--- src/memPkg.sv ---
`default_nettype none

package memPkg;

    typedef logic [31:0] addrT;
    typedef logic [31:0] dataT;
    typedef logic [3:0]  tagT;
    typedef logic [7:0]  byteT;

    // access length code
    typedef logic [1:0]  lenT;

    localparam lenT LenByte = 2'd0;
    localparam lenT LenHalf = 2'd1;
    localparam lenT LenWord = 2'd2;

    // RAM holds 2**RamAddrBits bytes
    localparam int RamAddrBits = 12;

    // the buffer depth is a power of two so the pointers wrap by themselves
    localparam int QueueDepth   = 8;
    localparam int QueuePtrBits = 3;

    typedef enum logic [1:0] {
        Idle,
        Access,
        Finish
    } mcStateT;

endpackage

`default_nettype wire

--- src/loadStoreBuffer.sv ---
`timescale 1ns/100ps
`default_nettype none

module loadStoreBuffer
    import memPkg::*;
(
    input  logic clk,
    input  logic rst,
    input  logic rdy,

    input  logic reqValid,
    input  logic reqLoad,
    input  addrT reqAddr,
    input  dataT reqData,
    input  lenT  reqLen,
    input  tagT  reqTag,
    output logic reqReady,

    input  logic ready,
    output logic issue,
    output logic issueLoad,
    output addrT issueAddr,
    output dataT issueData,
    output lenT  issueLen,
    output tagT  issueTag
);

    logic loadQ [QueueDepth];
    addrT addrQ [QueueDepth];
    dataT dataQ [QueueDepth];
    lenT  lenQ  [QueueDepth];
    tagT  tagQ  [QueueDepth];

    logic [QueuePtrBits-1:0] head;
    logic [QueuePtrBits-1:0] tail;
    logic [QueuePtrBits:0]   count;

    logic full;
    logic enq;
    logic deq;

    assign full = count == (QueuePtrBits + 1)'(QueueDepth);

    // a paused pipeline takes nothing in
    assign reqReady = !full && rdy;
    assign enq      = reqValid && reqReady;

    // oldest entry goes out as soon as the data port is free
    assign issue = ready && (count != '0);
    assign deq   = issue;

    assign issueLoad = loadQ[head];
    assign issueAddr = addrQ[head];
    assign issueData = dataQ[head];
    assign issueLen  = lenQ[head];
    assign issueTag  = tagQ[head];

    always_ff @(posedge clk) begin
        if (rst) begin
            head  <= '0;
            tail  <= '0;
            count <= '0;
        end else begin
            if (enq) begin
                tail <= tail + 1'b1;
            end
            if (deq) begin
                head <= head + 1'b1;
            end
            case ({enq, deq})
                2'b10:   count <= count + 1'b1;
                2'b01:   count <= count - 1'b1;
                default: count <= count;
            endcase
        end
    end

    always_ff @(posedge clk) begin
        if (enq) begin
            loadQ[tail] <= reqLoad;
            addrQ[tail] <= reqAddr;
            dataQ[tail] <= reqData;
            lenQ[tail]  <= reqLen;
            tagQ[tail]  <= reqTag;
        end
    end

    // an enqueue into a full queue would push count past the depth
    // and move tail away from head
    noEnqWhileFull: assert property (@(posedge clk) disable iff (rst)
        count <= (QueuePtrBits + 1)'(QueueDepth) && tail - head == count[QueuePtrBits-1:0]);

    // the port takes the request on this edge, so it is busy on the next one
    issueWhileReady: assert property (@(posedge clk) disable iff (rst)
        issue |-> ready ##1 !ready);

endmodule

`default_nettype wire

--- config.mk ---
export PLATFORM = sky130hd
export DESIGN_NAME = loadStoreBuffer
export DESIGN_NICKNAME = d
export VERILOG_FILES = /design/src/memPkg.sv /design/src/loadStoreBuffer.sv
export SDC_FILE = /design/constraint.sdc
export NUM_CORES = 1
export LEC_CHECK = 0
export BUFFER_PORTS_ARGS = -buffer_cell sky130_fd_sc_hd__buf_2
export CAP_MARGIN = 20
export CORE_MARGIN = 1.5
export CORE_UTILIZATION = 50
export CTS_BUF_LIST = sky130_fd_sc_hd__clkbuf_8
export DETAILED_ROUTE_END_ITERATION = 8
export GPL_TIMING_DRIVEN = 0
export PLACE_DENSITY = 0.79
export RECOVER_POWER = 25
export SYNTH_ARGS = -nofsm -noshare
export SYNTH_HDL_FRONTEND = slang
export SYNTH_SLANG_ARGS = --single-unit
--- constraint.sdc ---
create_clock -name clk -period 9.8 [get_ports clk]
set_input_delay 0.49 -clock clk [delete_from_list [all_inputs] [get_ports clk]]
set_output_delay 0.49 -clock clk [all_outputs]
set_load 0.02 [all_outputs]
# == Word level (Yosys, flattened, before mapping) ==
# Memory sizes are Yosys's and may differ from the RTL's. A register that Yosys moved wholly into a read port is not among the register bits.
# Cells that the tools add are included.
# W data, S select, Z words.
# word_totals
regBits,10
ram_bits,568
inputBits,76
out_inout_bits,73
word_cells,34
mem_count,5
# op_classes
n_addsub,4
eq_ne,3
muxes,13
reduce_logical,6
# mem_list
name,depth,word_bits,read_ports,rd_clocked_by_memory_dff,write_ports,line_no,text
addrQ,8,32,1,1,1,loadStoreBuffer.sv:29,addrT addrQ [QueueDepth];
dataQ,8,32,1,1,1,loadStoreBuffer.sv:30,dataT dataQ [QueueDepth];
tagQ,8,4,1,1,1,loadStoreBuffer.sv:32,tagT tagQ [QueueDepth];
lenQ,8,2,1,1,1,loadStoreBuffer.sv:31,lenT lenQ [QueueDepth];
loadQ,8,1,1,1,1,loadStoreBuffer.sv:28,logic loadQ [QueueDepth];
# op_table
operator,count
$mux W3,10
$pmux W4 S2,1
$add A3 B1 Y3 const B,2
$add A4 B1 Y4 const B,1
$eq A4 B4 Y1 const B,1
$reduce_bool A4 Y1,1
$sub A4 B1 Y4 const B,1
$logic_and A1 B1 Y1,3
$eq A2 B1 Y1 const B,1
$eq A2 B2 Y1 const B,1
$mux W1,2
$reduce_bool A2 Y1,1
$logic_not A1 Y1,1

# == Longest topological paths before layout ==
# depth
word_depth,6
mapped_depth,9
ltp_nobuf,9

# == Least setup slack after synthesis ==
# OpenSTA, ideal clock, no wires.
# synth_timing
path_type,register -> register
from,register count[1]
to,"memory addrQ[0][0] (netlist bit), enable pin"
setup_ps,675
t_arrival_ps,7489
required_time_ps,9125
setup_slack_ps,1637
stages_incl_launch_ff,4
n_path_buf,0
synth_period_minus_slack_ps,8163
cell_sequence,dfxtp_1 -> or4b_1 -> nand3_2 -> nor4_1
# synth_via
elab_chain_cells,6
# synth_rtl
item,line_no,text
"start, declared",loadStoreBuffer.sv:36,logic [QueuePtrBits:0] count;
"start signal, assigned",loadStoreBuffer.sv:71,2'b10: count <= count + 1'b1;
"start signal, assigned",loadStoreBuffer.sv:72,2'b01: count <= count - 1'b1;
"start signal, assigned",loadStoreBuffer.sv:73,default: count <= count;
$eq A4 B4 Y1,loadStoreBuffer.sv:42,assign full = count == (QueuePtrBits + 1)'(QueueDepth);
$logic_not A1 Y1,loadStoreBuffer.sv:45,assign reqReady = !full && rdy;
$logic_and A1 B1 Y1,loadStoreBuffer.sv:45,
$logic_and A1 B1 Y1,loadStoreBuffer.sv:46,assign enq = reqValid && reqReady;
$mux W1,loadStoreBuffer.sv:79,if (enq) begin
$mux W1 (not written as such),loadStoreBuffer.sv:81,addrQ[tail] <= reqAddr;
"end, declared",loadStoreBuffer.sv:29,
# No other way between the ends.

==> flow_summary.toml <==
[flow_run]
max_cap_viol_count = 0

[clock_tree]
cts-buffers-inserted = 89
root_buffer = "clkbuf_8"
path_clk_slew_ns = 0.06
cts_setup_buffers = 0
cts_tree = "yes"
ctsHoldBuffers = 0
clock_sinks = 581
clock_latency_ns = 0.62
h-tree-depth = 3
post_cts_resized = 0
clk_path_buf_depth = 3

[drt]
vias = 10210
drc = 0
wl_per_cell_um = 23.50
viasPerCell = 5.571
ant_nets = 0
drt_iter0_markers = 824
dr.pass1.iters = 5
routed_wl_mm = 43.08

[timing]
fin_tns_setup_ns = 0
tightest_slew_ns = 1.004
finalCriticalPeriod_ns = 3.700
drv_slew = 0
rsz0062_at_grt = "false"
maxSlewHeadroom_pct = 32.94
max_freq_mhz = 270.3
hold_violations = 0
skew_ns = 0.01637
final-setup-viol-count = 0
fin_crit_sh_pct = 37.75
holdWs_ns = 0.1472

[critical_path]
critPathBufInv = 4
worstPathMaxFanout = 10
crit_chain = "clkbuf_1 -> clkbuf_1 -> buf_2 -> mux4_2 -> mux2_2 -> buf_2"
crit_type = "reg -> out"
crit_family = "buffers and inverters"
worstPathRequired_ns = 9.31
end_kind = "primary output"
cp_slowest_cell = "clkbuf_1"
cpPeakStageDelay_ns = 0.64
arrival_ns = 3.21
worstSetupStartpointType = "flop"

[placement]
placed_area_mm2 = 0.02410
dp.cells = 1677
dp_hpwl_mm = 28.04
port_buffers = 148
place.gp.congestion = 0.7158

[finish]
utilization_pct = 59.28
layout-drive-gt1-share_pct = 41.22
fill_cells = 3091
final_nets = 1264
area_growth_pct = 16.65
final_cells = 1833
final_area_mm2 = 0.02559

[logic_synthesis]
avgSynthCellArea_um2 = 24.63
synthTopCellsByCount = "edfxtp_1, mux4_2, mux2_2"
ys_types = 30
synth-seq-cells = 581
synth_area_leaders = "edfxtp_1, mux4_2, mux2_2"
syn_inst = 891
synthFlopType = "edfxtp_1"
synthesis.area_mm2 = 0.02194
synth_top_cell_by_area = "edfxtp_1"
ys_seq_area_share_pct = 78.92
synth.most_common_cell = "edfxtp_1"
yosys.area.top_type_share_pct = 77.74
syn_nets = 972
synth-edff-count = 568
yosys_warnings = 0
synthArstFlopShare_pct = 0

[grt]
grtUsageMet1_pct = 27.19
grt_max_degree = 27
grt_pass1_vias = 10770
grt_util_met3_pct = 4.609
grt_overflow = 0
grt_use_met2_pct = 32.45
grt_pass1_wl_mm = 64.74
grt_usage_pct = 19.85
antenna_found_initial = 4
grt-busiest-layer = "met2"

[min_path]
hold_class = "in -> reg"

[floorplan]
die_h_um = 212.5
start_util_pct = 50.82
die_area_mm2 = 0.04515
rows = 76
core_mm2 = 0.04317
die_w_um = 212.5
io_pins = 149

[pwr]
power.leakage_nw = 8.205
power.density_mw_per_mm2 = 233.2
ir_drop_mv = 0.1373

[run_status]
status = "finished, final reports clean"
kinds of logic (layout without fill, tap and decap cells):
family	after synthesis	in the layout	share of synthesized area [%]
DFF	581	581	78.92
other	0	1	0
AOI/OAI and AO/OA	6	6	0.1996
xor gates and xnor gates	7	7	0.2794
and+or+nand+nor	32	32	0.7414
buffers and inverters	42	398	1.112
adders and majority gates	5	5	0.2851
muxes	218	218	18.46
layout by cell type (no fill, tap or decap), types with 3 or more instances in the layout:
master	n
clkinvlp_4	3
mux4_2	142
buf_4	12
inv_1	19
ha_1	5
clkinv_2	16
dfxtp_1	13
nand2_1	3
nor3_2	4
nor2_1	10
buf_12	5
clkbuf_8	91
mux2i_1	3
clkbuf_1	63
clkinv_1	25
buf_6	41
xor2_1	6
edfxtp_1	568
buf_2	117
mux2_2	73
nor2_4	3
cell type report:
type / instances / area, um^2 / share of cell area (%)
flip-flops and latches: 581 / 17320 / 67.66
diodes: 1 / 2.502 / 0.009778
clock inverters: 64 / 297.8 / 1.164
clock buffers: 91 / 1252 / 4.894
repair buffers: 201 / 1319 / 5.153
well taps: 585 / 732.0 / 2.860
multi-input cells: 268 / 4429 / 17.31
plain buffers: 42 / 244.0 / 0.9533
through the flow:
step	power (mW)	setup WS [ns]
floorplan	3.898	1.637
global placement	4.268	-4.987
detailed placement	4.296	6.651
CTS	6.051	5.934
global route	6.225	5.881
finish	5.969	6.100
report_power, final:
| part | switching, mW | internal (mW) | total (mW) |
|---|---|---|---|
| logic | 0.714 | 0.673 | 1.39 |
| clock network | 0.866 | 0.887 | 1.75 |
| registers | 0.0267 | 2.80 | 2.83 |
| total | 1.61 | 4.36 | 5.97 |
per-layer routing:
metal / vias up / wire length (um)
met1: 5396 / 17980
li1: 4413 / -
met4: 8 / 556
met2: 334 / 21720
met5: - / 50
met3: 61 / 2771
sequential cells by signal, summed over array words and instances (netlist names), named ones only:
signal and count:
tail 3, count 4, head 3, lenQ 16, loadQ 8, dataQ 256
tagQ 32, addrQ 256
path summary, 6_finish.rpt:
check	endpoint	from	cells after the start	slack, ns
worst min register to register	head[2]$_SDFFE_PP0P_	head[2]$_SDFFE_PP0P_	2	0.55
worst min-delay path	lenQ[0][0]$_DFFE_PP_	reqLen[0]	1	0.15
worst max register to register	addrQ[0][28]$_DFFE_PP_	count[0]$_SDFFE_PP0P_	7	7.06
worst max-delay path	issueData[3]	flop	6	6.10
No activity file was read; power rests on OpenSTA's default activity.
