**src/memPkg.sv**
```systemverilog
`default_nettype none

package memPkg;

    typedef logic [31:0] addrT;
    typedef logic [31:0] dataT;
    typedef logic [3:0]  tagT;
    typedef logic [7:0]  byteT;

    // access length code
    typedef logic [1:0]  lenT;

    localparam lenT LenByte = 2'd0;
    localparam lenT LenHalf = 2'd1;
    localparam lenT LenWord = 2'd2;

    // RAM holds 2**RamAddrBits bytes
    localparam int RamAddrBits = 12;

    // the buffer depth is a power of two so the pointers wrap by themselves
    localparam int QueueDepth   = 8;
    localparam int QueuePtrBits = 3;

    typedef enum logic [1:0] {
        Idle,
        Access,
        Finish
    } mcStateT;

endpackage

`default_nettype wire

```
**src/memReqIf.sv**
```systemverilog
`timescale 1ns/100ps
`default_nettype none

interface memReqIf
    import memPkg::*;
();

    logic en;
    logic load;
    addrT addr;
    dataT data;
    lenT  len;
    logic done;
    dataT rdata;

    // data port side
    modport port (
        output en, load, addr, data, len,
        input  done, rdata
    );

    // memory controller side
    modport ctrl (
        input  en, load, addr, data, len,
        output done, rdata
    );

endinterface

`default_nettype wire

```
**src/dataPort.sv**
```systemverilog
`timescale 1ns/100ps
`default_nettype none

module dataPort
    import memPkg::*;
(
    input  logic  clk,
    input  logic  rst,
    input  logic  rdy,

    input  logic  issue,
    input  logic  issueLoad,
    input  addrT  issueAddr,
    input  dataT  issueData,
    input  lenT   issueLen,
    input  tagT   issueTag,
    output logic  ready,

    output logic  doneValid,
    output dataT  doneData,
    output tagT   doneTag,

    memReqIf.port mem
);

    logic occupied;
    logic enPulse;
    logic donePulse;

    tagT  tag;
    logic loadReg;
    addrT addrReg;
    dataT dataReg;
    lenT  lenReg;

    assign ready = !occupied && rdy;

    // pulses stay invisible while paused
    assign mem.en    = enPulse && rdy;
    assign doneValid = donePulse && rdy;

    assign mem.load = loadReg;
    assign mem.addr = addrReg;
    assign mem.data = dataReg;
    assign mem.len  = lenReg;

    always_ff @(posedge clk) begin
        if (rst) begin
            occupied  <= 1'b0;
            enPulse   <= 1'b0;
            donePulse <= 1'b0;
        end else if (rdy) begin
            enPulse   <= issue;
            donePulse <= mem.done;
            if (mem.done) begin
                occupied <= 1'b0;
            end
            if (issue) begin
                occupied <= 1'b1;
            end
        end
    end

    always_ff @(posedge clk) begin
        if (rdy) begin
            if (issue) begin
                loadReg <= issueLoad;
                addrReg <= issueAddr;
                dataReg <= issueData;
                lenReg  <= issueLen;
                tag     <= issueTag;
            end
            if (mem.done) begin
                doneData <= mem.rdata;
                doneTag  <= tag;
            end
        end
    end

    // the controller only finishes the access this port started
    doneWhileOccupied: assert property (@(posedge clk) disable iff (rst)
        mem.done |-> occupied);

endmodule

`default_nettype wire

```
**src/flat_wrapper.sv**
```systemverilog
// flat-port wrapper written by rule: the top's interface ports become plain ports
module dataPort_flat import memPkg::*;
  (clk, rst, rdy, issue, issueLoad, issueAddr, issueData, issueLen, issueTag, ready, doneValid, doneData, doneTag, mem_en, mem_load, mem_addr, mem_data, mem_len, mem_done, mem_rdata);
  memReqIf mem_i ();
  input  logic clk;
  input  logic rst;
  input  logic rdy;
  input  logic issue;
  input  logic issueLoad;
  input  addrT issueAddr;
  input  dataT issueData;
  input  lenT issueLen;
  input  tagT issueTag;
  output logic ready;
  output logic doneValid;
  output dataT doneData;
  output tagT doneTag;
  output wire logic [$bits(mem_i.en)-1:0] mem_en;
  output wire logic [$bits(mem_i.load)-1:0] mem_load;
  output wire logic [$bits(mem_i.addr)-1:0] mem_addr;
  output wire logic [$bits(mem_i.data)-1:0] mem_data;
  output wire logic [$bits(mem_i.len)-1:0] mem_len;
  input wire logic [$bits(mem_i.done)-1:0] mem_done;
  input wire logic [$bits(mem_i.rdata)-1:0] mem_rdata;
  assign mem_en = mem_i.en;
  assign mem_load = mem_i.load;
  assign mem_addr = mem_i.addr;
  assign mem_data = mem_i.data;
  assign mem_len = mem_i.len;
  assign mem_i.done = mem_done;
  assign mem_i.rdata = mem_rdata;
  dataPort u_core (.clk(clk), .rst(rst), .rdy(rdy), .issue(issue), .issueLoad(issueLoad), .issueAddr(issueAddr), .issueData(issueData), .issueLen(issueLen), .issueTag(issueTag), .ready(ready), .doneValid(doneValid), .doneData(doneData), .doneTag(doneTag), .mem(mem_i));
endmodule
```
**config.mk**
```make
export PLATFORM = sky130hd
export DESIGN_NAME = dataPort_flat
export DESIGN_NICKNAME = d
export VERILOG_FILES = /design/src/memPkg.sv /design/src/memReqIf.sv /design/src/dataPort.sv /design/src/flat_wrapper.sv
export SDC_FILE = /design/constraint.sdc
export NUM_CORES = 1
export LEC_CHECK = 0
export BUFFER_PORTS_ARGS = -buffer_cell sky130_fd_sc_hd__buf_2
export CORE_ASPECT_RATIO = 1.2
export CORE_MARGIN = 8
export CORE_UTILIZATION = 42
export DETAILED_ROUTE_END_ITERATION = 16
export PLACE_DENSITY = 0.89
export SYNTH_ARGS = -nofsm -noshare
export SYNTH_HDL_FRONTEND = slang
export SYNTH_SLANG_ARGS = --single-unit
```
**constraint.sdc**
```tcl
create_clock -name clk -period 3.9 [get_ports clk]
set_clock_uncertainty 0.2 [all_clocks]
set_input_delay 1.17 -clock clk [delete_from_list [all_inputs] [get_ports clk]]
set_output_delay 1.17 -clock clk [all_outputs]
set_load 0.01 [all_outputs]
```
# Yosys cells after proc, flatten, opt, wreduce, memory -nomap -nowiden
# Index checks and enable logic that the tools add are counted.
[totals] register_bits=110 in_bits=108
[classes] n_mux=2 n_reduce_logical=8
[ops] op="$reduce_and A2 Y1" count=3
[ops] op="$logic_and A1 B1 Y1" count=3
[ops] op="$mux W1" count=2
[ops] op="$reduce_bool A2 Y1" count=1
[ops] op="$logic_not A1 Y1" count=1

# Depth between registers and ports, before layout
[logic_depth] ltp_word=2 mapped_depth=2 depth_no_buf=2

# Worst setup path before layout
# OpenSTA, ideal clock, no wires.
[synth_timing] path_kind="input port to flip-flop" start="input port rdy" end="register u_core.addrReg[0], in the netlist u_core.mem.addr[0], enable pin" setup_time_ns=0.425 t_arrival_ns=2.644 slack_ns=0.631 cell_stages=2 path_buffers=0 path_cell_list="nand2_1 -> inv_1"
[synth_between] elab_chain_len=1
[synth_rtl] item="start: declaration" line="flat_wrapper.sv:7" source="input logic rdy;"
[synth_rtl] item="$reduce_and A2 Y1 (no line)"
[synth_rtl] item="end signal: assignment" line="dataPort.sv:68" source="addrReg <= issueAddr;"
[synth_rtl] item="end: declaration" line="dataPort.sv:32" source="addrT addrReg;"
# Every way passes these cells.
# A chain may end at the register's enable or synchronous reset.

# Final worst setup path
[layout_timing] start="input port rdy" end="output port mem_en"
[layout_between] elab_chain_len=1
[layout_rtl] item="$logic_and A1 B1 Y1" line="dataPort.sv:39" source="assign mem.en = enPulse && rdy;"
[layout_rtl] item="end: declaration" line="flat_wrapper.sv:18" source="output wire logic [$bits(mem_i.en)-1:0] mem_en;"
# Every way passes these cells.

==> metrics.cfg <==
[sta]
relSlewSlack = 0.500
final_max_slew_viol_count = 0
period_share = 0.757
fmaxAchievable_mhz = 339
finalHoldViolCount = 0
min_period_ps = 2950
worst_pin_slew_ps = 749
setup-tns-final_ps = 0
setup_viol = 0
grt_setup_unrepaired = false

[placed_design]
port_buffers = 213
gp_routability_congestion = 0.740

[critical_path]
crit_fanout = 7
crit_arrival_ps = 1580
r2r_cells = 0
critPathRequiredTime_ps = 2530
end_kind = primary output
max_stage_delay_ps = 150
path_cells = buf_2 -> and2_1 -> buf_2
r2r_start = u_core.tag[0]
critPathKind = in2out
r2r_slack_ps = 3080
critPathTopFamily = buffers and inverters
crit_path_top_delay_cell = and2_1
crit_buf_inv = 2
startpoint_type = input port
timing.rr.end = u_core.doneTag[0]
path_common_cell = buf_2

[synthesis]
synth_top_area_share = 0.959
synth_top_area_cell = edfxtp_1
yosysSeqAreaShare = 0.977
synth.net_count = 230
ys_ff_latch = 110
synth.avg_cell_area_um2 = 27.5
synthCells = 122
synthesis.area_mm2 = 0.00335
yosys-top-cells-area = edfxtp_1 (96%), dfxtp_1 (1.8%), and2_1 (0.56%), nand2b_1 (0.37%), o22ai_2 (0.37%)
ys_warn_count = 0
synth.distinct_cells = 11

[pwr]
vdd_drop_max_uv = 292
p_leak_nw = 2.00
power_density_mw_per_mm2 = 472

[clock_network]
cts.sinks = 110
cts_setup_buffers = 0
clockRootBuffer = clkbuf_8
htreeDepth = 3
clkTransAtPathRegs_ps = 90
cts_tree = done
cts_hold_buf = 0
cts-resized-gates = 0
cts_max_path_buffers = 2
insertion_delay_ps = 350
cts_made_buffers = 9

[floorplanning]
die_y_um = 114
die_area_mm2 = 0.0111
boundaryPins = 214
die-width_um = 97.5
rows = 35
core_area_mm2 = 0.00771
initial_utilization = 0.435

[global_routing]
grt_pass1_vias = 2287
antenna_found_initial = 4
grt_max_degree = 38
grt_util_all_layers = 0.144
grt.overflow.total = 0
grt_pass1_wl_um = 12100

[worst_hold_path]
timing.hold.worst_endpoint = u_core.doneTag[2]
hold-path-cell-count = 0
hold_path.class = reg2reg
hold_path_startpoint = u_core.tag[2]

[drt]
drt_iter0_markers = 69
totalWireLength_um = 8410
drt_pass1_iterations = 4
drc = 0
vias = 2039
vias_per_cell = 4.57
ant_nets = 0
wl_per_cell_um = 18.9

[outcome]
outcome = finished, final reports clean

[layout]
area_delta_synth_final_pct = 41.9
utilization = 0.617
nFillCells = 592
fin_nets = 456
drive_gt1_frac = 0.654

[run]
cap_violations = 0

registers in the layout (all words and copies together) (netlist names):
| register | cells |
|---|---|
| u_core.doneTag | 4 |
| u_core.mem.len | 2 |
| u_core.enPulse | 1 |
| u_core.mem.addr | 32 |
| u_core.mem.data | 32 |
| u_core.tag | 4 |
| u_core.donePulse | 1 |
| u_core.doneData | 32 |
| u_core.mem.load | 1 |
| u_core.occupied | 1 |
cell usage in the layout, fill, tap and decap left out, types with 2 or more instances in the layout:
master	n
edfxtp_1	107
clkinvlp_4	4
and2_1	3
clkbuf_8	9
dfxtp_1	3
nand2b_1	2
clkbuf_1	2
buf_2	213
area by class of cell:
| cell class | instances | area, um^2 | share of cell area |
|---|---|---|---|
| Multi-Input combinational cell | 11 | 72.6 | 0.0153 |
| Antenna cell | 1 | 2.50 | 0.000527 |
| Sequential cell | 110 | 3270 | 0.689 |
| Inverter | 1 | 3.75 | 0.000790 |
| Tap cell | 92 | 115 | 0.0242 |
| Clock inverter | 5 | 60.1 | 0.0126 |
| Timing Repair Buffer | 215 | 1090 | 0.230 |
| Clock buffer | 11 | 131 | 0.0276 |
metal layers:
layer  part of all wire  track usage  vias to the layer above
met1               0.34        0.129                      926
met4              0.018       0.0729                        6
li1                   -            -                      933
met2               0.48        0.241                      158
met3               0.15       0.0998                       16
met5             0.0045            0                        -
synth_stat cells:
cell type and n:
nor2b_1 1, dfxtp_1 3, inv_1 1, nor2_1 1
o22ai_2 1, nand2_1 1, mux2i_1 1, and2_1 3
nand2b_1 2, edfxtp_1 107, a21oi_1 1
metrics by stage:
stage / area (um^2) / setup slack, ps / hold slack [ps] / std cells / total power, mW
5_1_grt: 4750 / 920 / 237 / 446 / 2.33
4_1_cts: 4750 / 943 / 230 / 445 / 2.28
3_3_place_gp: 4560 / 953 / 206 / 429 / 1.62
2_1_floorplan: 3350 / 631 / 200 / 122 / 1.49
3_5_place_dp: 4560 / 943 / 208 / 429 / 1.63
6_report: 4750 / 947 / 227 / 446 / 2.25
power by group:
| group | switching [mW] | internal [mW] |
|---|---|---|
| combinational | 0.107 | 0.0882 |
| sequential | 0.0184 | 1.38 |
| clock | 0.353 | 0.297 |
cells by family after synthesis:
kind of cell,synth area share
flip-flops,0.977
AO/OA/AOI/OAI,0.00523
buffers and inverters,0.00112
multiplexers,0.00299
AND/OR/NAND/NOR,0.0134
worst max-delay path by stage:
stage	slack (ps)	cells after the start	endpoint	from
2_1_floorplan	630	2	u_core.mem.addr[0]	rdy
3_3_place_gp	950	3	mem_en	rdy
3_5_place_dp	940	3	mem_en	rdy
4_1_cts	940	3	mem_en	rdy
5_1_grt	920	3	ready	rdy
6_report	950	3	mem_en	rdy
Power figures use the tool's default switching activity.
