$ cat src/memPkg.sv
`default_nettype none

package memPkg;

    typedef logic [31:0] addrT;
    typedef logic [31:0] dataT;
    typedef logic [3:0]  tagT;
    typedef logic [7:0]  byteT;

    // access length code
    typedef logic [1:0]  lenT;

    localparam lenT LenByte = 2'd0;
    localparam lenT LenHalf = 2'd1;
    localparam lenT LenWord = 2'd2;

    // RAM holds 2**RamAddrBits bytes
    localparam int RamAddrBits = 12;

    // the buffer depth is a power of two so the pointers wrap by themselves
    localparam int QueueDepth   = 8;
    localparam int QueuePtrBits = 3;

    typedef enum logic [1:0] {
        Idle,
        Access,
        Finish
    } mcStateT;

endpackage

`default_nettype wire

$ cat src/memReqIf.sv
`timescale 1ns/100ps
`default_nettype none

interface memReqIf
    import memPkg::*;
();

    logic en;
    logic load;
    addrT addr;
    dataT data;
    lenT  len;
    logic done;
    dataT rdata;

    // data port side
    modport port (
        output en, load, addr, data, len,
        input  done, rdata
    );

    // memory controller side
    modport ctrl (
        input  en, load, addr, data, len,
        output done, rdata
    );

endinterface

`default_nettype wire

$ cat src/memCtrl.sv
`timescale 1ns/100ps
`default_nettype none

module memCtrl
    import memPkg::*;
(
    input  logic clk,
    input  logic rst,
    input  logic rdy,

    memReqIf.ctrl mem,

    output logic                   ramWe,
    output logic [RamAddrBits-1:0] ramAddr,
    output byteT                   ramWdata,
    input  byteT                   ramRdata
);

    mcStateT state;

    logic [1:0] cnt;
    logic [1:0] lastLane;
    logic [1:0] rdLane;
    logic [1:0] addrLane;

    logic                   loadReg;
    logic [RamAddrBits-1:0] baseAddr;
    dataT                   wdataReg;
    lenT                    lenReg;
    dataT                   rbuf;
    dataT                   assembled;

    always_comb begin
        case (lenReg)
            LenByte: lastLane = 2'd0;
            LenHalf: lastLane = 2'd1;
            default: lastLane = 2'd3;
        endcase
    end

    // lane of the byte now on ramRdata, addressed one cycle earlier
    assign rdLane = (state == Finish) ? cnt : cnt - 2'd1;

    // while paused keep presenting the previous byte address,
    // so the RAM output still holds the pending byte on resume
    assign addrLane = rdy ? cnt : rdLane;

    assign ramAddr  = baseAddr + RamAddrBits'(addrLane);
    assign ramWe    = rdy && (state == Access) && !loadReg;
    assign ramWdata = wdataReg[{cnt, 3'b000} +: 8];

    always_comb begin
        assembled = rbuf;
        assembled[{rdLane, 3'b000} +: 8] = ramRdata;
    end

    // stores complete with zero data
    assign mem.rdata = loadReg ? assembled : '0;
    assign mem.done  = (state == Finish) && rdy;

    always_ff @(posedge clk) begin
        if (rst) begin
            state <= Idle;
            cnt   <= '0;
        end else if (rdy) begin
            case (state)
                Idle: begin
                    if (mem.en) begin
                        state <= Access;
                        cnt   <= '0;
                    end
                end
                Access: begin
                    if (cnt == lastLane) begin
                        state <= Finish;
                    end else begin
                        cnt <= cnt + 2'd1;
                    end
                end
                Finish: begin
                    state <= Idle;
                end
                default: begin
                    state <= Idle;
                end
            endcase
        end
    end

    always_ff @(posedge clk) begin
        if (rdy) begin
            if (state == Idle && mem.en) begin
                loadReg  <= mem.load;
                baseAddr <= mem.addr[RamAddrBits-1:0];
                wdataReg <= mem.data;
                lenReg   <= mem.len;
                // untouched upper lanes stay zero
                rbuf     <= '0;
            end else if (state == Access && cnt != 2'd0) begin
                rbuf <= assembled;
            end
        end
    end

    // the data port must not start a second access while one is running
    enOnlyInIdle: assert property (@(posedge clk) disable iff (rst)
        mem.en |-> state == Idle);

endmodule

`default_nettype wire

$ cat src/flat_wrapper.sv
// flat-port wrapper written by rule: the top's interface ports become plain ports
module memCtrl_flat import memPkg::*;
  (clk, rst, rdy, ramWe, ramAddr, ramWdata, ramRdata, mem_en, mem_load, mem_addr, mem_data, mem_len, mem_done, mem_rdata);
  memReqIf mem_i ();
  input  logic clk;
  input  logic rst;
  input  logic rdy;
  output logic ramWe;
  output logic [RamAddrBits-1:0] ramAddr;
  output byteT ramWdata;
  input  byteT ramRdata;
  input wire logic [$bits(mem_i.en)-1:0] mem_en;
  input wire logic [$bits(mem_i.load)-1:0] mem_load;
  input wire logic [$bits(mem_i.addr)-1:0] mem_addr;
  input wire logic [$bits(mem_i.data)-1:0] mem_data;
  input wire logic [$bits(mem_i.len)-1:0] mem_len;
  output wire logic [$bits(mem_i.done)-1:0] mem_done;
  output wire logic [$bits(mem_i.rdata)-1:0] mem_rdata;
  assign mem_i.en = mem_en;
  assign mem_i.load = mem_load;
  assign mem_i.addr = mem_addr;
  assign mem_i.data = mem_data;
  assign mem_i.len = mem_len;
  assign mem_done = mem_i.done;
  assign mem_rdata = mem_i.rdata;
  memCtrl u_core (.clk(clk), .rst(rst), .rdy(rdy), .mem(mem_i), .ramWe(ramWe), .ramAddr(ramAddr), .ramWdata(ramWdata), .ramRdata(ramRdata));
endmodule
$ cat config.mk
export PLATFORM = sky130hd
export DESIGN_NAME = memCtrl_flat
export DESIGN_NICKNAME = d
export VERILOG_FILES = /design/src/memPkg.sv /design/src/memReqIf.sv /design/src/memCtrl.sv /design/src/flat_wrapper.sv
export SDC_FILE = /design/constraint.sdc
export NUM_CORES = 1
export LEC_CHECK = 0
export ABC_AREA = 1
export BUFFER_PORTS_ARGS = -buffer_cell sky130_fd_sc_hd__clkbuf_2
export CAP_MARGIN = 20
export CELL_PAD_IN_SITES_DETAIL_PLACEMENT = 1
export CELL_PAD_IN_SITES_GLOBAL_PLACEMENT = 1
export CORE_MARGIN = 3
export CORE_UTILIZATION = 41
export DETAILED_ROUTE_END_ITERATION = 16
export PLACE_DENSITY_LB_ADDON = 0.12
export REMOVE_ABC_BUFFERS = 1
export SLEW_MARGIN = 20
export SYNTH_ARGS = -nofsm -noshare
export SYNTH_HDL_FRONTEND = slang
export SYNTH_SLANG_ARGS = --single-unit
$ cat constraint.sdc
create_clock -name clk -period 9.8 [get_ports clk]
set_input_delay 1.96 -clock clk [delete_from_list [all_inputs] [get_ports clk]]
set_output_delay 1.96 -clock clk [all_outputs]
set_load 0.01 [all_outputs]
Word level (Yosys, flattened, before mapping)
Index checks and enable logic that the tools add are counted.
{"block": "word_totals", "regBits": 83, "latchBits": 0, "ram_bits": 0, "mem_bits_ro": 0, "input_bits": 79, "output_inout_bits": 54, "wordCells": 48, "mem_count": 0}
{"block": "op_classes", "addsub": 4, "n_mul": 0, "div": 0, "order_cmp": 0, "n_eq_ne": 7, "shifts": 3, "mux": 12, "bitwise_logic": 0, "n_reduce_logical": 15}
{"operator": "two-way mux 32 bit", "n": 2}
{"operator": "bitwise mux 32 bit", "n": 1}
{"operator": "variable shift 8 x 7 -> 32 bit, first input constant", "n": 1}
{"operator": "indexed part select 32 x 6 -> 8 bit", "n": 1}
{"operator": "indexed part select 8 x 7 -> 32 bit", "n": 1}
{"operator": "adder 12 x 2 -> 12 bit", "n": 1}
{"operator": "two-way mux 2 bit", "n": 6}
{"operator": "case mux 2 bit (2 select lines)", "n": 3}
{"operator": "negator 5 -> 7 bit", "n": 1}
{"operator": "nonzero test 2 bit", "n": 3}
{"operator": "logical AND 1 bit", "n": 5}
{"operator": "== test 2 x 1 -> 1 bit, second input constant", "n": 2}
{"operator": "zero test 2 bit", "n": 2}
{"operator": "!= test 2 bit, second input constant", "n": 2}
{"operator": "AND reduction 2 bit", "n": 2}
{"operator": "AND reduction 4 bit", "n": 1}
{"operator": "AND reduction 3 bit", "n": 1}
{"operator": "adder 2 x 1 -> 2 bit, second input constant", "n": 1}
{"operator": "== test 2 bit", "n": 1}
{"operator": "== test 2 bit, second input constant", "n": 1}
{"operator": "!= test 2 x 1 -> 1 bit, second input constant", "n": 1}
{"operator": "subtractor 2 x 1 -> 2 bit, second input constant", "n": 1}
{"operator": "zero test 1 bit", "n": 1}

Longest topological paths before layout
Gate-level depths: netlist of run 1.
{"block": "logic_depth", "depth_word": 6, "ltp_mapped": 14, "depth_no_buf": 12}

Worst setup path after synthesis of run 1
OpenSTA, ideal clock, no wires.
{"block": "synth_path", "path_kind": "input to output", "startpoint": "in rdy", "endpoint": "out ramAddr[5]", "arrival_time_ns": 3.096, "t_required_ns": 7.840, "slack_ns": 4.744, "stages": 5, "path_buffers": 0, "cell_sequence": "o21ai_0 ha_1 inv_1 a211oi_1 xor2_1"}
{"block": "synth_via", "elab_chain_len": 2}
{"item": "start, declared", "line_no": "flat_wrapper.sv:7", "text": "input logic rdy;"}
{"item": "two-way mux 2 bit", "line_no": "memCtrl.sv:46", "text": "assign addrLane = rdy ? cnt : rdLane;"}
{"item": "adder 12 x 2 -> 12 bit", "line_no": "memCtrl.sv:48", "text": "assign ramAddr = baseAddr + RamAddrBits'(addrLane);"}
{"item": "end, declared", "line_no": "flat_wrapper.sv:9", "text": "output logic [RamAddrBits-1:0] ramAddr;"}
Every way passes these cells.

Worst setup path after layout of run 1
{"block": "layout_path", "startpoint": "reg u_core.cnt[0]", "endpoint": "out mem_rdata[3]"}
{"block": "layout_via", "elab_chain_len": 6, "word_cells_on_any_way": 7, "cone_classes": "add/sub: 2; shift: 2; mux: 3"}
{"item": "start, declared", "line_no": "memCtrl.sv:21", "text": "logic [1:0] cnt;"}
{"item": "start signal, assigned", "line_no": "memCtrl.sv:77", "text": "cnt <= cnt + 2'd1;"}
{"item": "subtractor 2 x 1 -> 2 bit", "line_no": "memCtrl.sv:42", "text": "assign rdLane = (state == Finish) ? cnt : cnt - 2'd1;"}
{"item": "two-way mux 2 bit (*)", "line_no": "memCtrl.sv:42"}
{"item": "negator 5 -> 7 bit (*)", "line_no": "memCtrl.sv:54", "text": "assembled[{rdLane, 3'b000} +: 8] = ramRdata;"}
{"item": "indexed part select 8 x 7 -> 32 bit / variable shift 8 x 7 -> 32 bit (equally long branches)", "line_no": "memCtrl.sv:54"}
{"item": "bitwise mux 32 bit (*)", "line_no": "memCtrl.sv:54"}
{"item": "two-way mux 32 bit (*)", "line_no": "memCtrl.sv:58", "text": "assign mem.rdata = loadReg ? assembled : '0;"}
{"item": "end, declared", "line_no": "flat_wrapper.sv:18", "text": "output wire logic [$bits(mem_i.rdata)-1:0] mem_rdata;"}
Every way passes the cells marked *; elsewhere a longest branch is shown, timed or not.

==> results of run 1 <==
## state kept, by name (all words and copies together) (netlist names)
register	flops
u_core.rbuf	32
u_core.wdataReg	32
u_core.baseAddr	12
u_core.cnt	2
u_core.lenReg	2
u_core.state	2
u_core.loadReg	1
## logic make-up (layout without fill, tap and decap cells)
logic type / Yosys count / count (layout)
compound gates: 99 / 99
buf+inv: 46 / 162
flops: 83 / 83
simple gates: 146 / 146
xor+xnor: 11 / 11
fa+ha+maj: 9 / 9
## through the flow
stage	setup slack, ps	hold WS, ps
after floorplan	4740	464
after global placement	4270	482
after detailed placement	4190	492
after CTS	3790	505
after global routing	3400	546
final	3850	504
## worst max-delay path: stages, from the launching register on
cell and delay, ps:
dfxtp_1 890, inv_2 400, ha_1 430, inv_1 40, nand2_1 60, o21a_1 230
inv_1 100, ha_1 360, inv_1 100, nor2_1 440, nand3_1 180, a21oi_1 220
clkbuf_2 170
## worst paths after layout
check | start | end | slack (ps) | cells after the start
setup / recovery | u_core.cnt[0]$_SDFFE_PP0P_ | mem_rdata[3] | 3850 | 12
hold / removal | u_core.state[0]$_SDFFE_PP0P_ | u_core.state[0]$_SDFFE_PP0P_ | 500 | 2
setup reg to reg | u_core.cnt[0]$_SDFFE_PP0P_ | u_core.rbuf[4]$_SDFFCE_PP0P_ | 6210 | 11
hold reg to reg | u_core.state[0]$_SDFFE_PP0P_ | u_core.state[0]$_SDFFE_PP0P_ | 500 | 2
## where the power goes
part           switching [W]  internal, W
Sequential        0.00000912     0.000413
Clock               0.000137    0.0000968
Combinational      0.0000940    0.0000516
## routing by layer
metal / part of all wire, % / wire length, µm / global-route usage [%] / vias up
li1: - / - / - / 1610
met1: 43 / 4440 / 25.4 / 1559
met2: 50 / 5190 / 32.4 / 82
met3: 6.0 / 626 / 3.74 / 8
met4: 1.1 / 118 / 5.55 / 0
met5: 0 / 0 / 0 / -
## cell usage in the layout, fill, tap and decap left out, types with 2 or more instances in the layout
cell type,instances
a21oi_1,69
buf_4,2
clkbuf_2,112
clkbuf_8,9
clkinv_1,4
clkinv_4,2
dfxtp_1,4
edfxtp_1,79
ha_1,8
inv_1,26
inv_2,2
inv_6,3
nand2_1,61
nand3_1,36
nand3_2,3
nand3b_1,2
nor2_1,35
nor3_1,3
nor3_2,3
o21ai_0,19
o22ai_1,8
xnor2_1,2
xor2_1,7
xor2_4,2
## area by class of cell
cell class	instances	area share, %
Multi-Input combinational cell	265	29.1
Sequential cell	83	49.6
Clock buffer	9	2.51
Clock inverter	7	1.19
Tap cell	129	3.26
Timing Repair Buffer	115	11.9
Inverter	31	2.35
==> flow_summary.yaml, run 1 <==
cells_and_area:
  antenna_cells: 0
  drive_above_1_share_pct: 28.2
  nets: 593
  syn2layout_area_growth_pct: 21.2
  multi_input_area_um2: 1440
  final_cells: 639
  n_fill_cell: 1113
  ff_latch_area_um2: 2450
  final_util_pct: 52.3
  fin_area_um2: 4940
worst_setup_path:
  worstSetupPathType: "register to primary output"
  arrival_ps: 3990
  crit_fanout: 21
  startpoint_type: "register"
  cp.required_ps: 7840
  worstSetupEndpointType: "primary output"
clocking:
  cts_setup_buffers: 0
  cts_buffers: 9
  clk_pin_slew_ps: 90
  cts-root-buf: "clkbuf_8"
  cts_sinks: 83
  tritoncts: "done"
  clkLatencyLatePin_ps: 350
  hold_buffers: 0
  clk_path_buf_depth: 2
  cts_resized: 0
  htreeDepth: 3
synth:
  synth-compound-area-share_pct: 12.5
  synth-main-ff-cell: "edfxtp_1"
  ys_async_sr_fraction_pct: 0
  yosysMostFrequentCell: "edfxtp_1"
  synth_top_family_by_area: "simple AND/OR/NAND/NOR gates"
  ys_top_cells_by_count: "edfxtp_1 (79), a21oi_1 (69), nand2_1 (61)"
  ys_seq_elements: 83
  synth_warnings: 0
  yosysSeqAreaShare_pct: 60.1
  synth_fa_ha_area_share_pct: 2.94
  yosysUniqueCellTypes: 27
  syn-cell-area_um2: 4080
  synth_simple_gate_area_share_pct: 16.2
  yosys.area.top_type_share_pct: 58.1
  syn_avg_cell_area_um2: 10.4
  synthCells: 394
  synthXorXnorAreaFrac_pct: 3.28
  synth_area_leaders: "edfxtp_1 (58%), a21oi_1 (8.5%), nand2_1 (5.6%)"
  yosysTopAreaCell: "edfxtp_1"
  synthMuxAreaShare_pct: 0
  synth-edff-count: 79
grt:
  grt.overflow.total: 0
  grt_max_degree: 45
  track_usage_pct: 19.3
  grt_pass1_wl_mm: 17.0
  antenna_found_initial: 0
  grt_pass1_vias: 3391
routing:
  wl_mm: 10.4
  wire_per_inst_um: 16.2
  dr.pass1.iters: 4
  drc: 0
  route.vias.total: 3259
  drt_iter0_drc: 112
  ant_nets: 0
  via_per_inst: 5.10
timing:
  final_max_slew_viol_count: 0
  slew_headroom_pct: 29.0
  setup_tns_ps: 0
  rsz0062_at_grt: "no"
  fmax_mhz: 168
  fin_crit_sh_pct: 60.7
  tightest_slew_ps: 1060
  skew_ps: 7.31
  finalSetupViolCount: 0
  hold_viol: 0
  period_needed_ps: 5950
place:
  dp_hpwl_mm: 7.47
  gp_congestion: 0.726
  place.port_buffers: 112
  placed_area_um2: 4750
  dp.cells: 622
die:
  ios: 133
  initial_core_util_pct: 43.1
  die_area_um2: 11200
  fp-row-count: 35
  die-width_um: 106
  die_h_um: 106
  core_area_um2: 9460
power:
  p_total_w: 0.000802
  power_density_nw_per_um2: 162
  p_leak_nw: 2.03
  ir_drop_mv: 0.110
status:
  outcome: "finished, final reports clean"
min_path:
  hold_path.class: "register to register"
job:
  drv_cap: 0
No activity file was read; power rests on OpenSTA's default activity.
==> run 2: changes to the inputs <==
Settings changed: CORE_UTILIZATION 41 to 38.
Clock period 9.8 ns to 5.8 ns, I/O delays scaled along.
==> run 2 against run 1 <==
Sequential share of layout area decreased by 0.72 points. Total power grew 78%. Global-route usage shrank 1.2 points. Register-to-register slack worse by 3500 ps. Critical path depth is the same. First-iteration DRC count grew 50%. Hold slack improved by 11 ps. Count of clock-buffer cells in the layout stayed put. Final cell count is 1.4% higher. Combinational power rose by 73%. Flip-flop and latch count unchanged. Largest cell class unchanged.
==> flow_summary.yaml, run 2 (synthesized netlist as in run 1, its figures left out) <==
grt:
  grt_pass1_vias: 3276
  grt_max_degree: 41
  track_usage_pct: 18.1
  grt_pass1_wl_mm: 16.5
  grt.overflow.total: 0
  antenna_found_initial: 0
timing:
  setup_tns_ps: 0
  period_needed_ps: 4680
  final_max_slew_viol_count: 0
  finalSetupViolCount: 0
  fmax_mhz: 214
  skew_ps: 4.74
  rsz0062_at_grt: "no"
  tightest_slew_ps: 547
  hold_viol: 0
  fin_crit_sh_pct: 80.7
  slew_headroom_pct: 63.3
worst_setup_path:
  max_stage_delay_ps: 600
  crit_family: "adder cells"
  crit_fanout: 12
  cp.buffers_inverters: 5
  cp_cell_sequence: "inv_1, ha_1, inv_1, nand2_1, o21a_1, inv_1, ha_1, inv_1, nor2_1, nand3_1, a21oi_1, clkbuf_2"
  worstSetupPathType: "register to primary output"
  startpoint_type: "register"
  arrival_ps: 3520
  crit_top_cell: "inv_1"
  cp.required_ps: 4640
  critPathSlowestCell: "dfxtp_1"
  worstSetupEndpointType: "primary output"
place:
  gp_congestion: 0.728
  dp_hpwl_mm: 7.28
  place.port_buffers: 112
cells_and_area:
  layout_commonest_cell: "clkbuf_2"
  ff_latch_area_um2: 2450
  nets: 595
  largest_registers: "u_core.rbuf (32), u_core.wdataReg (32), u_core.baseAddr (12)"
  antenna_cells: 0
  syn2layout_area_growth_pct: 23.0
  layout_common_cells: "clkbuf_2 (112), edfxtp_1 (79), a21oi_1 (69), nand2_1 (61), nand3_1 (36)"
  drive_above_1_share_pct: 28.7
  final_util_pct: 48.4
  multi_input_area_um2: 1440
  n_fill_cell: 1213
clocking:
  clk_pin_slew_ps: 80
  clkLatencyLatePin_ps: 360
  cts_resized: 0
  cts_setup_buffers: 0
  cts_sinks: 83
  tritoncts: "done"
  clk_path_buf_depth: 2
  hold_buffers: 0
  cts-root-buf: "clkbuf_8"
  cts_buffers: 9
  htreeDepth: 3
die:
  die_h_um: 110
  die_area_um2: 12000
  initial_core_util_pct: 39.3
  fp-row-count: 37
  die-width_um: 110
  core_area_um2: 10400
  ios: 133
job:
  drv_cap: 0
routing:
  wl_mm: 10.5
  drt_iter0_drc: 168
  dr.pass1.iters: 4
  ant_nets: 0
  via_per_inst: 5.11
  drc: 0
  route.vias.total: 3310
  wire_per_inst_um: 16.1
power:
  power_density_nw_per_um2: 285
  ir_drop_mv: 0.129
  p_leak_nw: 2.06
min_path:
  hold_path.class: "register to register"
status:
  outcome: "finished, final reports clean"
-- run 2: cell count changes in the layout (fill, tap and decap cells not counted), sizes merged --
cell / delta
buf: +2
inv: -4
bufinv: +2
clkinv: +2
-- run 2: path summary, 6_finish.rpt --
path	from	cells past startpoint	slack (ps)	to
worst max-delay path	u_core.cnt[1]$_SDFFE_PP0P_	12	1120	mem_rdata[3]
worst min-delay path	u_core.state[0]$_SDFFE_PP0P_	2	510	u_core.state[0]$_SDFFE_PP0P_
worst max register to register	u_core.cnt[1]$_SDFFE_PP0P_	11	2670	u_core.rbuf[0]$_SDFFCE_PP0P_
worst min register to register	u_core.state[0]$_SDFFE_PP0P_	2	510	u_core.state[0]$_SDFFE_PP0P_
-- run 2: tightest hold or removal path, cell delays in order (launching register included) --
cell     delay [ps]
dfxtp_1         340
nand2_1          70
a21oi_1          60
-- run 2: layer usage --
layer | global-route usage [%] | vias to the layer above | routed length (µm) | share of wire [%]
met1 | 24.1 | 1603 | 4830 | 46
met4 | 6.23 | 0 | 153 | 1.5
met3 | 3.88 | 13 | 454 | 4.3
li1 | - | 1622 | - | -
met2 | 29.4 | 72 | 5010 | 48
met5 | 0 | - | 0 | 0
-- run 2: cell type report --
| cell class | instances | share of cell area, % |
|---|---|---|
| flip-flops and latches | 83 | 48.9 |
| multi-input cells | 265 | 28.7 |
| well taps | 136 | 3.39 |
| clock inverters | 7 | 2.00 |
| repair buffers | 117 | 12.2 |
| clock buffers | 9 | 2.47 |
| inverters | 31 | 2.32 |
-- run 2: through the flow --
step | total power (W) | hold WS, ps | worst slack [ps] | std cells | area (µm²)
6_report | 0.00143 | 514 | 1120 | 648 | 5020
5_1_grt | 0.00151 | 542 | 751 | 648 | 5020
4_1_cts | 0.00145 | 521 | 1060 | 646 | 4990
3_5_place_dp | 0.000977 | 508 | 1470 | 630 | 4760
3_3_place_gp | 0.000969 | 482 | 1500 | 630 | 4760
2_1_floorplan | 0.000875 | 464 | 1880 | 379 | 4000
-- run 2: where the power goes --
part,internal [W],switching [W]
logic,0.0000892,0.000164
registers,0.000699,0.0000122
clock network,0.000245,0.000223
